===== config.mk =====
export PLATFORM = sky130hd
export DESIGN_NAME = ram_ext_top
export DESIGN_NICKNAME = d
export VERILOG_FILES = /design/src/common/ram_ext_pkg.sv /design/src/rtl/ram_ext_top.sv /design/src/ram_ctrl/block_mapper.sv /design/src/ram_ctrl/mem_cycle_tracker.sv /design/src/ram_ctrl/bank_select_reg.sv
export SDC_FILE = /design/constraint.sdc
export NUM_CORES = 1
export LEC_CHECK = 0
export BUFFER_PORTS_ARGS = -buffer_cell sky130_fd_sc_hd__buf_2
export CAP_MARGIN = 20
export CORE_ASPECT_RATIO = 0.75
export CORE_MARGIN = 5
export CORE_UTILIZATION = 35
export DETAILED_ROUTE_END_ITERATION = 10
export GPL_TIMING_DRIVEN = 0
export PLACE_DENSITY_LB_ADDON = 0.25
export SETUP_SLACK_MARGIN = 0.02
export SYNTH_ARGS = -nofsm -noshare
export SYNTH_HDL_FRONTEND = slang
export SYNTH_SLANG_ARGS = --single-unit

===== constraint.sdc =====
create_clock -name clk -period 1.7 [get_ports clk]
set_clock_uncertainty 0.1 [all_clocks]
set_input_delay 0.085 -clock clk [delete_from_list [all_inputs] [get_ports clk]]
set_output_delay 0.085 -clock clk [all_outputs]
set_load 0.01 [all_outputs]

===== src/common/ram_ext_pkg.sv =====
// Shared widths, constants, scheme encoding and bundle types for the RAM expansion controller
// Referenced by scoped name from every block of the bank-switching logic

package ram_ext_pkg;

  // Width of the 64K bank number picked by a select write
  localparam int unsigned bank_w = 3;

  // Width of the 16K block number inside a bank
  localparam int unsigned blk_w = 2;

  // SRAM high address is the bank followed by the block
  localparam int unsigned adrhi_w = bank_w + blk_w;

  // Bank reserved for shadow RAM in partial shadow mode
  localparam logic [bank_w-1:0] shadow_bank = 3'd3;

  // Data bits 7:6 of an I/O write carry this tag for a bank select
  localparam logic [1:0] sel_tag = 2'b11;

  // Block switching schemes, taken from data bits 2:0 of the select write
  // Each one decides which CPU quadrants land in the expansion SRAM
  typedef enum logic [2:0] {
    scheme_off  = 3'd0,  // All accesses stay in internal RAM
    scheme_top3 = 3'd1,  // Quadrant 3 goes to block 3
    scheme_flat = 3'd2,  // All four quadrants map straight through
    scheme_c3   = 3'd3,  // Quadrant 3 to block 3, quadrant 1 remapped in shadow mode
    scheme_mid0 = 3'd4,  // Quadrant 1 goes to block 0
    scheme_mid1 = 3'd5,  // Quadrant 1 goes to block 1
    scheme_mid2 = 3'd6,  // Quadrant 1 goes to block 2
    scheme_mid3 = 3'd7   // Quadrant 1 goes to block 3
  } map_scheme_e;

  // Stored bank configuration
  // The mode3 flag is decoded at write time to keep the mapper path short
  typedef struct packed {
    logic [bank_w-1:0] bank;
    map_scheme_e       scheme;
    logic              mode3;
  } bank_cfg_t;

  // State of the current CPU memory cycle
  typedef struct packed {
    logic mwr_cyc;    // Memory write cycle in progress
    logic adr15_lat;  // Address bit 15 as seen when the request started
  } cycle_t;

  // Raw SRAM controls from the mapper, before strobe qualification
  typedef struct packed {
    logic               ramcs_int_b;
    logic               exp_ram;
    logic [adrhi_w-1:0] ramadrhi;
    logic               shadow_sel;
  } ram_ctrl_t;

endpackage

===== src/rtl/ram_ext_top.sv =====
// Top level of the 512K RAM expansion bank-switching controller
// Connects the select register, the cycle tracker and the mapper to the card pins

`timescale 1ns/1ps

module ram_ext_top (
  input  logic                              clk,
  input  logic                              reset_b,
  input  logic                              rfsh_b,
  input  logic                              adr15,
  input  logic                              adr14,
  input  logic                              iorq_b,
  input  logic                              mreq_b,
  input  logic                              ramrd_b,
  input  logic                              wr_b,
  input  logic                              rd_b,
  input  logic                              m1_b,
  input  logic [7:0]                        data,
  input  logic [1:0]                        dip,
  output logic                              ramdis,
  output logic                              ramcs_b,
  output logic                              ramoe_b,
  output logic                              ramwe_b,
  output logic                              rd_drive,
  output logic                              adr15_drive,
  output logic [ram_ext_pkg::adrhi_w-1:0]   ramadrhi
);

  logic                   overdrive_mode;
  logic                   shadow_mode;
  ram_ext_pkg::bank_cfg_t cfg;
  ram_ext_pkg::cycle_t    cyc;
  ram_ext_pkg::ram_ctrl_t ctrl;

  // Switch 1 selects 464 overdrive, switch 2 partial shadow RAM
  assign overdrive_mode = dip[0];
  assign shadow_mode    = dip[1];

  bank_select_reg i_bank_select_reg (
    .clk         (clk),
    .reset_b     (reset_b),
    .iorq_b      (iorq_b),
    .wr_b        (wr_b),
    .adr15       (adr15),
    .data        (data),
    .shadow_mode (shadow_mode),
    .cfg         (cfg)
  );

  mem_cycle_tracker i_mem_cycle_tracker (
    .clk     (clk),
    .reset_b (reset_b),
    .mreq_b  (mreq_b),
    .rfsh_b  (rfsh_b),
    .rd_b    (rd_b),
    .m1_b    (m1_b),
    .adr15   (adr15),
    .cyc     (cyc)
  );

  block_mapper i_block_mapper (
    .adr15       (adr15),
    .adr14       (adr14),
    .shadow_mode (shadow_mode),
    .cfg         (cfg),
    .cyc         (cyc),
    .ctrl        (ctrl)
  );

  // SRAM is selected only inside a real memory request and never during refresh
  assign ramcs_b  = ctrl.ramcs_int_b | mreq_b | !rfsh_b;
  // Internal RAM is disabled whenever the mapper wants the SRAM
  assign ramdis   = !ctrl.ramcs_int_b;
  assign ramadrhi = ctrl.ramadrhi;

  // Read and write strobes go straight to the SRAM
  assign ramoe_b = ramrd_b;
  assign ramwe_b = wr_b;

  // On the 464 the gate array still reads internal RAM, so rd_b is held low on
  // expansion writes only
  assign rd_drive = overdrive_mode & ctrl.exp_ram & cyc.mwr_cyc;

  // Mode 3 remaps 4000h to C000h by forcing address bit 15 high on writes
  assign adr15_drive = overdrive_mode & cfg.mode3 & adr14 & cyc.mwr_cyc;

endmodule


===== src/ram_ctrl/block_mapper.sv =====
// Combinational map from bank configuration, cycle state and CPU address to SRAM controls
// Decides expansion hit, SRAM high address and shadow selection for every access

`timescale 1ns/1ps

module block_mapper (
  input  logic                   adr15,
  input  logic                   adr14,
  input  logic                   shadow_mode,
  input  ram_ext_pkg::bank_cfg_t cfg,
  input  ram_ext_pkg::cycle_t    cyc,
  output ram_ext_pkg::ram_ctrl_t ctrl
);

  logic [1:0]                     quad;
  logic                           hit;
  logic [ram_ext_pkg::blk_w-1:0]  blk;
  logic [2:0]                     scheme_val;
  logic                           is_c3;

  assign scheme_val = cfg.scheme;
  // Mode 3 comes pre-decoded from the select register
  assign is_c3      = cfg.mode3;

  // The CPU address quadrant selects the 16K block
  // Mode 3 uses the latched bit 15 because the card itself drives that pin mid-cycle
  assign quad = {(is_c3 ? cyc.adr15_lat : adr15), adr14};

  // Hit table per scheme
  always_comb begin
    hit = 1'b0;
    blk = '1;
    case (cfg.scheme)
      ram_ext_pkg::scheme_off: begin
        hit = 1'b0;
      end
      // Top quadrant only, always block 3
      ram_ext_pkg::scheme_top3,
      ram_ext_pkg::scheme_c3: begin
        hit = (quad == 2'd3);
        blk = '1;
      end
      // Whole 64K bank replaces internal RAM
      ram_ext_pkg::scheme_flat: begin
        hit = 1'b1;
        blk = quad;
      end
      // The 4000h window pages in one block of the bank
      // Schemes 4 to 7 carry the block number in their low bits
      ram_ext_pkg::scheme_mid0,
      ram_ext_pkg::scheme_mid1,
      ram_ext_pkg::scheme_mid2,
      ram_ext_pkg::scheme_mid3: begin
        hit = (quad == 2'd1);
        blk = scheme_val[ram_ext_pkg::blk_w-1:0];
      end
      default: begin
        hit = 1'b0;
      end
    endcase
  end

  // Outputs for hit, shadow miss and plain miss
  always_comb begin
    ctrl.exp_ram     = hit;
    ctrl.ramcs_int_b = 1'b1;
    ctrl.ramadrhi    = '0;
    ctrl.shadow_sel  = 1'b0;
    if (hit) begin
      ctrl.ramcs_int_b = 1'b0;
      ctrl.ramadrhi    = {cfg.bank, blk};
    end else if (shadow_mode) begin
      // Every miss in shadow mode points into the shadow bank
      ctrl.shadow_sel = 1'b1;
      if (is_c3 && (quad == 2'd1)) begin
        // Mode 3 reads quadrant 1 from shadow block 3, for reads and writes alike
        ctrl.ramcs_int_b = 1'b0;
        ctrl.ramadrhi    = {ram_ext_pkg::shadow_bank, 2'd3};
      end else begin
        // Writes are copied into the shadow bank while the internal RAM also takes them
        ctrl.ramcs_int_b = !cyc.mwr_cyc;
        ctrl.ramadrhi    = {ram_ext_pkg::shadow_bank, quad};
      end
    end
  end

endmodule


===== src/ram_ctrl/mem_cycle_tracker.sv =====
// Tracks CPU memory write cycles and latches address bit 15 at the start of each access
// Feeds the mapper and the overdrive enables with the current cycle state

`timescale 1ns/1ps

module mem_cycle_tracker (
  input  logic                clk,
  input  logic                reset_b,
  input  logic                mreq_b,
  input  logic                rfsh_b,
  input  logic                rd_b,
  input  logic                m1_b,
  input  logic                adr15,
  output ram_ext_pkg::cycle_t cyc
);

  logic mreq_b_q;
  logic mreq_fall;
  logic wr_start;

  // A request starts when mreq_b was high on the last edge and is low now
  assign mreq_fall = mreq_b_q && !mreq_b;

  // Writes are what is left once refresh, opcode fetch and reads are excluded
  // rd_b is still high at the start of a write because wr_b comes later in T2
  assign wr_start = mreq_fall && rfsh_b && rd_b && m1_b;

  // Previous request level, idle high after reset so no false edge is seen
  always_ff @(posedge clk) begin
    if (!reset_b) begin
      mreq_b_q <= 1'b1;
    end else begin
      mreq_b_q <= mreq_b;
    end
  end

  // Write-cycle flag is set by a qualifying fall and held until the request is released
  always_ff @(posedge clk) begin
    if (!reset_b) begin
      cyc.mwr_cyc <= 1'b0;
    end else if (wr_start) begin
      cyc.mwr_cyc <= 1'b1;
    end else if (mreq_b) begin
      cyc.mwr_cyc <= 1'b0;
    end
  end

  // Mode 3 overdrives address bit 15 during the cycle, so the CPU value has to be
  // captured before that happens and kept until the next request begins
  always_ff @(posedge clk) begin
    if (!reset_b) begin
      cyc.adr15_lat <= 1'b0;
    end else if (mreq_fall) begin
      cyc.adr15_lat <= adr15;
    end
  end

endmodule


===== src/ram_ctrl/bank_select_reg.sv =====
// Bank configuration register, loaded by a CPU write to the bank-select I/O port
// Holds the bank, the block scheme and the pre-decoded mode-3 flag for the mapper

`timescale 1ns/1ps

module bank_select_reg (
  input  logic                   clk,
  input  logic                   reset_b,
  input  logic                   iorq_b,
  input  logic                   wr_b,
  input  logic                   adr15,
  input  logic [7:0]             data,
  input  logic                   shadow_mode,
  output ram_ext_pkg::bank_cfg_t cfg
);

  logic                          sel_wr;
  logic [ram_ext_pkg::bank_w-1:0] bank_nxt;

  // The port sits in the lower half of I/O space with the top two data bits as its tag
  // Both strobes are sampled on the rising edge rather than used as a clock
  assign sel_wr = !iorq_b && !wr_b && !adr15 && (data[7:6] == ram_ext_pkg::sel_tag);

  // Data bits 5:3 carry the bank number
  // In shadow mode the shadow bank is aliased down by clearing its low bit,
  // so the CPU can never select the bank that shadows internal RAM
  always_comb begin
    bank_nxt = data[3 +: ram_ext_pkg::bank_w];
    if (shadow_mode && (bank_nxt == ram_ext_pkg::shadow_bank)) begin
      bank_nxt[0] = 1'b0;
    end
  end

  // Configuration changes only on a select write and is visible on the next cycle
  always_ff @(posedge clk) begin
    if (!reset_b) begin
      // Bank 0 with switching off, so every access uses internal RAM
      cfg <= '0;
    end else if (sel_wr) begin
      cfg.bank   <= bank_nxt;
      cfg.scheme <= ram_ext_pkg::map_scheme_e'(data[2:0]);
      // Mode 3 is the only scheme that needs address bit 15 latched and overdriven
      cfg.mode3  <= (data[2:0] == ram_ext_pkg::scheme_c3);
    end
  end

endmodule


==> results of run 1 <==
-- worst reg2reg max path, cell delays in order, from the launching register on --
cell and delay (ps):
dfxtp_4 360, buf_4 130, or2b_1 220, a21boi_0 140
-- metal layers --
metal,wire length [um],part of all wire (%),up-vias
met5,0,0,-
met3,167,11,0
met4,0,0,0
met1,655,41,297
met2,757,48,27
li1,-,-,335
-- synth_stat cells (all sizes together), types with 2 or more instances --
library cell	number
a21oi	3
nor2	6
o21ai	4
inv	3
nand2	5
a21boi	2
buf	2
nand2b	2
nor2b	9
mux2i	8
dfxtp	10
mux2	3
-- cells by family after synthesis --
kind of cell | after synthesis | share of synthesized area [%]
flip-flops | 10 | 31.0
multiplexers | 11 | 20.0
buffers and inverters | 5 | 4.07
AO/OA/AOI/OAI | 15 | 17.8
AND/OR/NAND/NOR | 29 | 27.1
-- path summary, 6_finish.rpt --
| path | depth (start not counted) | to | start | slack (ps) |
|---|---|---|---|---|
| worst max-delay path | 5 | ramadrhi[3] | i_bank_select_reg.cfg[0]$_SDFFE_PN0P_ | -380 |
| worst min-delay path | 3 | i_mem_cycle_tracker.cyc[1]$_SDFFE_PN0P_ | rfsh_b | 5 |
| worst max register to register | 3 | i_bank_select_reg.cfg[0]$_SDFFE_PN0P_ | i_bank_select_reg.cfg[0]$_SDFFE_PN0P_ | 680 |
| worst min register to register | 2 | i_bank_select_reg.cfg[4]$_SDFFE_PN0P_ | i_bank_select_reg.cfg[4]$_SDFFE_PN0P_ | 400 |
-- cell type report --
cell class | instances | area [um2]
Buffer | 2 | 15.0
Clock buffer | 4 | 36.3
Fill cell | 162 | 756
Inverter | 3 | 11.3
Multi-Input combinational cell | 55 | 432
Sequential cell | 10 | 204
Tap cell | 22 | 27.5
Timing Repair Buffer | 40 | 259
-- report_power, final --
| group | total, mW | internal, mW | switching (mW) |
|---|---|---|---|
| clock network | 0.210 | 0.130 | 0.0796 |
| registers | 0.242 | 0.238 | 0.00458 |
| logic | 0.112 | 0.0645 | 0.0479 |
-- registers in the layout (all words and copies together), names as in the netlist --
name / flops
i_mem_cycle_tracker.mreq_b_q: 1
i_mem_cycle_tracker.cyc: 2
i_bank_select_reg.cfg: 7
-- placed cells by master (no fill, tap or decap), types with 2 or more instances in the layout --
cell,n
mux2_4,3
buf_6,3
a21boi_0,2
nor2_1,6
clkbuf_4,3
nor2b_1,9
dfxtp_1,9
inv_1,3
nand2b_1,2
a21oi_1,2
o21ai_0,3
mux2i_1,7
dlygate4sd3_1,6
nand2_1,5
buf_4,6
buf_2,27
-- what timing repair did --
action | 4_1_cts | 5_1_grt
hold endpoints to repair | 5 | 0
setup endpoints to repair | 7 | 8
gates resized for setup | 3 | 2
pin swaps | 1 | 1
hold buffers | 6 | 0
setup buffers | 3 | 1
-- metrics by stage --
step / instances / util, % / TNS, ps / hold WS, ps
after detailed placement: 122 / 48.0 / -748 / 241
after global placement: 122 / 48.0 / -720 / 241
after CTS: 135 / 55.9 / -2310 / 4.28
final: 136 / 56.6 / -2150 / 5.37
after floorplan: 70 / - / -35.3 / 80.0
after global routing: 136 / 56.6 / -2840 / 26.6
==> results.yml, run 1 <==
status:
  status: "finished, violations left"
  violations: "setup timing"
sta:
  worst_pin_slew_ps: 651
  final_max_slew_viol_count: 0
  fin_ws_ps: -381
  min_period_ps: 2080
  max_freq_ghz: 0.480
  rsz0062_at_grt: "true"
  hold_viol: 0
  period_share_pct: 122
  slew-limit-headroom_pct: 56.3
  finalSetupViolCount: 8
critical_path:
  crit_fanout: 4
  crit_type: "register to output port"
  start_kind: "register"
  critPathArrivalTime_ps: 1900
  crit_top_cell: "mux2_4"
  cpLargestDelayFamily: "multiplexers"
  end_kind: "output port"
  slowest_delay_ps: 360
  crit_slowest_cell: "dfxtp_4"
  required_ps: 1510
  worstPathCellList: "mux2i_4 > mux2_4 > a22oi_4 > mux2_4 > buf_6"
  crit_buf_inv: 1
route:
  ant_nets: 0
  via_per_inst: 4.85
  vias: 659
  wl_um: 1580
  drt_iter0_drc: 4
  dr.pass1.iters: 4
  routedWlPerCell_um: 11.6
  drc: 0
yosys:
  synth-warning-count: 0
  netlist_top_cells_area: "dfxtp_1 (31%), mux2i_1 (11%), nor2b_1 (8.7%)"
  syn_inst: 70
  synthArstFlopShare_pct: 0
  yosysUniqueCellTypes: 26
  synth-seq-cells: 10
  yosysSeqAreaShare_pct: 31.0
  syn_area_per_cell_um2: 9.22
  synth_area_leader_cell: "dfxtp_1"
  synth-main-ff-cell: "dfxtp_1"
  synth_top_cell_area_share_pct: 31.0
  synthesis.nets: 91
  syn-cell-area_um2: 646
  synth_edf_count: 0
global_route:
  antenna_found_initial: 0
  grt_pass1_wl_um: 2470
  grtUsageMet2_pct: 21.6
  grt_max_degree: 10
  grt_use_total_pct: 11.8
  grt_use_met3_pct: 2.47
  first_global_vias: 621
  use_met1_pct: 13.5
  globalRouteOverflowTotal: 0
  top_usage_layer: "met2"
clock_network:
  cts_tree: "done"
  htreeDepth: 1
  path_clk_slew_ps: 60
  clock_latency_ps: 260
  clockRootBuffer: "clkbuf_4"
  cts_buffer_depth: 2
  numCtsBuffers: 3
  clock-sinks: 10
run:
  maxCapViolCount: 0
floorplanning:
  initial_core_util_pct: 37.1
  ios: 32
  rows: 13
  coreArea_um2: 1740
  die_w_um: 59.6
  die_y_um: 47.2
  dieArea_um2: 2810
place:
  io_buffers: 30
  dpl-instance-area_um2: 836
  gp_congestion: 0.745
  pre_cts_ws_ps: -245
pwr:
  power_density_nw_per_um2: 573
  leakage_nw: 0.427
  ir_drop_mv: 0.391
  finalPower_mw: 0.564
finish:
  design_area_um2: 985
  areaGrowthSynthToFinish_pct: 52.5
  final_layout_size_suffix_gt1_share_pct: 43.9
  fin_nets: 136
  antenna_cells: 0
hold_path:
  hold_path_class: "primary input to register"
Power figures use the tool's default switching activity.
==> inputs of run 2 (changes only) <==
--- a/config.mk
+++ b/config.mk
@@ -5,12 +5,12 @@
 export SDC_FILE = /design/constraint.sdc
 export NUM_CORES = 1
 export LEC_CHECK = 0
-export BUFFER_PORTS_ARGS = -buffer_cell sky130_fd_sc_hd__buf_2
 export CAP_MARGIN = 20
 export CORE_ASPECT_RATIO = 0.75
 export CORE_MARGIN = 5
 export CORE_UTILIZATION = 35
 export DETAILED_ROUTE_END_ITERATION = 10
+export DONT_BUFFER_PORTS = 1
 export GPL_TIMING_DRIVEN = 0
 export PLACE_DENSITY_LB_ADDON = 0.25
 export SETUP_SLACK_MARGIN = 0.02
==> run 2 against run 1 <==
  * The flow still finishes with violations (setup timing)
  * Register-to-register slack worse by 460 ps
  * Worst setup slack better by 110 ps
  * Critical path depth is 1 lower
  * Utilization is 4.8 points lower
  * Total power is 4.0% lower
  * Die area stayed put
  * Count of clock-buffer cells in the layout stayed put
  * Non-clock buffer count is 22 lower
  * Wire length is 9.3% higher
  * First-iteration DRC count is 100% lower
==> results.yml, run 2 (synthesis results as in run 1) <==
pwr:
  p_sw_mw: 0.119
  swShare_pct: 22.0
  cellInternalPower_mw: 0.423
  p_comb_share_pct: 17.1
  pwr-share-clk_pct: 38.1
  leakage_nw: 0.328
  finalPower_mw: 0.542
  seqPwrFrac_pct: 44.8
  ir_drop_mv: 0.346
  power_density_nw_per_um2: 601
finish:
  fin_cells: 114
  design_area_um2: 901
  seqCellArea_um2: 204
  areaGrowthSynthToFinish_pct: 39.5
  regMostFlops: "i_bank_select_reg.cfg"
  final_cell_mix: "dlygate4sd3_1 (15), nor2b_1 (9), dfxtp_1 (9)"
  layout_commonest_cell: "dlygate4sd3_1"
  fin_nets: 114
  antenna_cells: 0
  nFillCells: 167
  multi_input_area_um2: 434
  largest_reg_flops: 7
  final_util_pct: 51.8
  top_regs: "i_bank_select_reg.cfg: 7 flops, i_mem_cycle_tracker.cyc: 2 flops, i_mem_cycle_tracker.mreq_b_q: 1 flops"
  final_layout_size_suffix_gt1_share_pct: 20.7
critical_path:
  r2r_cells: 4
  start_kind: "register"
  r2r-start: "i_mem_cycle_tracker.mreq_b_q$_SDFF_PN1_"
  crit_type: "register to output port"
  r2r-end: "i_mem_cycle_tracker.cyc[0]$_SDFFE_PN0P_"
  critPathArrivalTime_ps: 1790
  required_ps: 1510
  crit_fanout: 4
  reg2reg_slack_ps: 220
  setup.worst_path.start: "i_bank_select_reg.cfg[0]$_SDFFE_PN0P_"
  end_kind: "output port"
sta:
  slew-limit-headroom_pct: 54.9
  hold_viol: 0
  rsz0062_at_grt: "true"
  worst_pin_slew_ps: 671
  max_freq_ghz: 0.507
  min_period_ps: 1970
  period_share_pct: 116
  final_max_slew_viol_count: 0
  fin_ws_ps: -271
  finalSetupViolCount: 7
hold_path:
  hold_path_end: "i_bank_select_reg.cfg[4]$_SDFFE_PN0P_"
  hp-start: "data[5]"
  hold_depth: 3
  hold_path_class: "primary input to register"
clock_network:
  numCtsBuffers: 3
  clock_latency_ps: 260
  htreeDepth: 1
  path_clk_slew_ps: 60
  cts_tree: "done"
  cts_buffer_depth: 2
  clockRootBuffer: "clkbuf_4"
  clock-sinks: 10
route:
  drc: 0
  dr.pass1.iters: 1
  drt_iter0_drc: 0
  ant_nets: 0
  routedWlPerCell_um: 15.1
  vias: 592
  wl_um: 1730
  via_per_inst: 5.19
status:
  status: "finished, violations left"
  violations: "setup timing"
floorplanning:
  die_w_um: 59.6
  die_y_um: 47.2
  ios: 32
  initial_core_util_pct: 37.1
  dieArea_um2: 2810
  rows: 13
  coreArea_um2: 1740
global_route:
  grt_use_total_pct: 13.6
  grt_max_degree: 10
  antenna_found_initial: 0
  globalRouteOverflowTotal: 0
  grt_pass1_wl_um: 2750
  first_global_vias: 629
place:
  dpl-instance-area_um2: 686
  gp_congestion: 0.684
  hpwl_um: 1110
  io_buffers: 0
  placed_cells: 92
run:
  maxCapViolCount: 0
run 2: cell types whose count changed in the layout (fill, tap and decap cells not counted):
cell	change
buf_6	-3
a2bb2oi_1	-1
buf_2	-27
a2bb2oi_2	+1
a21oi_2	-1
dlygate4sd3_1	+9
buf_4	-1
o21ai_0	+1
o21ai_1	-1
a21oi_1	+1
run 2: final cells by class:
cell class,count,share of cell area [%]
clock buffer,4,4.03
tap,22,3.06
multi-input combinational,55,48.2
inverter,3,1.25
timing repair buffer,18,19.2
sequential,10,22.6
buffer,2,1.67
run 2: power by group through the flow:
| stage | Clock [mW] | Sequential (mW) | Combinational [mW] |
|---|---|---|---|
| 2_1_floorplan | 0 | 0.247 | 0.0470 |
| 3_3_place_gp | 0 | 0.248 | 0.0517 |
| 3_5_place_dp | 0 | 0.248 | 0.0524 |
| 4_1_cts | 0.215 | 0.242 | 0.0914 |
| 5_1_grt | 0.223 | 0.243 | 0.101 |
| 6_report | 0.207 | 0.242 | 0.0926 |
run 2: worst max path at each step:
stage | end | slack (ps)
after global placement | ramadrhi[3] | -130
final | ramadrhi[3] | -270
after CTS | ramadrhi[3] | -310
after floorplan | ramadrhi[2] | -20
after global routing | ramadrhi[2] | -330
after detailed placement | ramadrhi[3] | -140
run 2: repair_timing:
| item | CTS | global route |
|---|---|---|
| endpoints found under the hold margin | 10 | 0 |
| hold buffers | 15 | 0 |
| pin swaps | 1 | 2 |
| setup endpoints to repair | 7 | 10 |
| gates resized for setup | 1 | 0 |
| buffers inserted | 3 | 0 |
run 2: worst max-delay path, stage by stage (launching register included):
cell and delay, ps:
dfxtp_4 360, mux2i_4 240, mux2_4 330, a22oi_4 240, mux2_4 350
run 2: stage by stage:
stage | worst slack, ps | TNS, ps | hold slack (ps)
floorplan | -17.6 | -35.3 | 80.0
global placement | -133 | -327 | 85.5
detailed placement | -137 | -337 | 89.4
CTS | -310 | -1680 | 45.6
global route | -328 | -1930 | 88.4
finish | -271 | -1470 | 65.2
run 2: routing by layer:
metal	track usage (%)	vias up	wire, um	share of wire, %
li1	-	293	-	-
met1	12.7	279	692	40
met2	27.7	18	894	52
met3	3.85	2	132	7.6
met4	6.64	0	8	0.46
met5	0	-	0	0
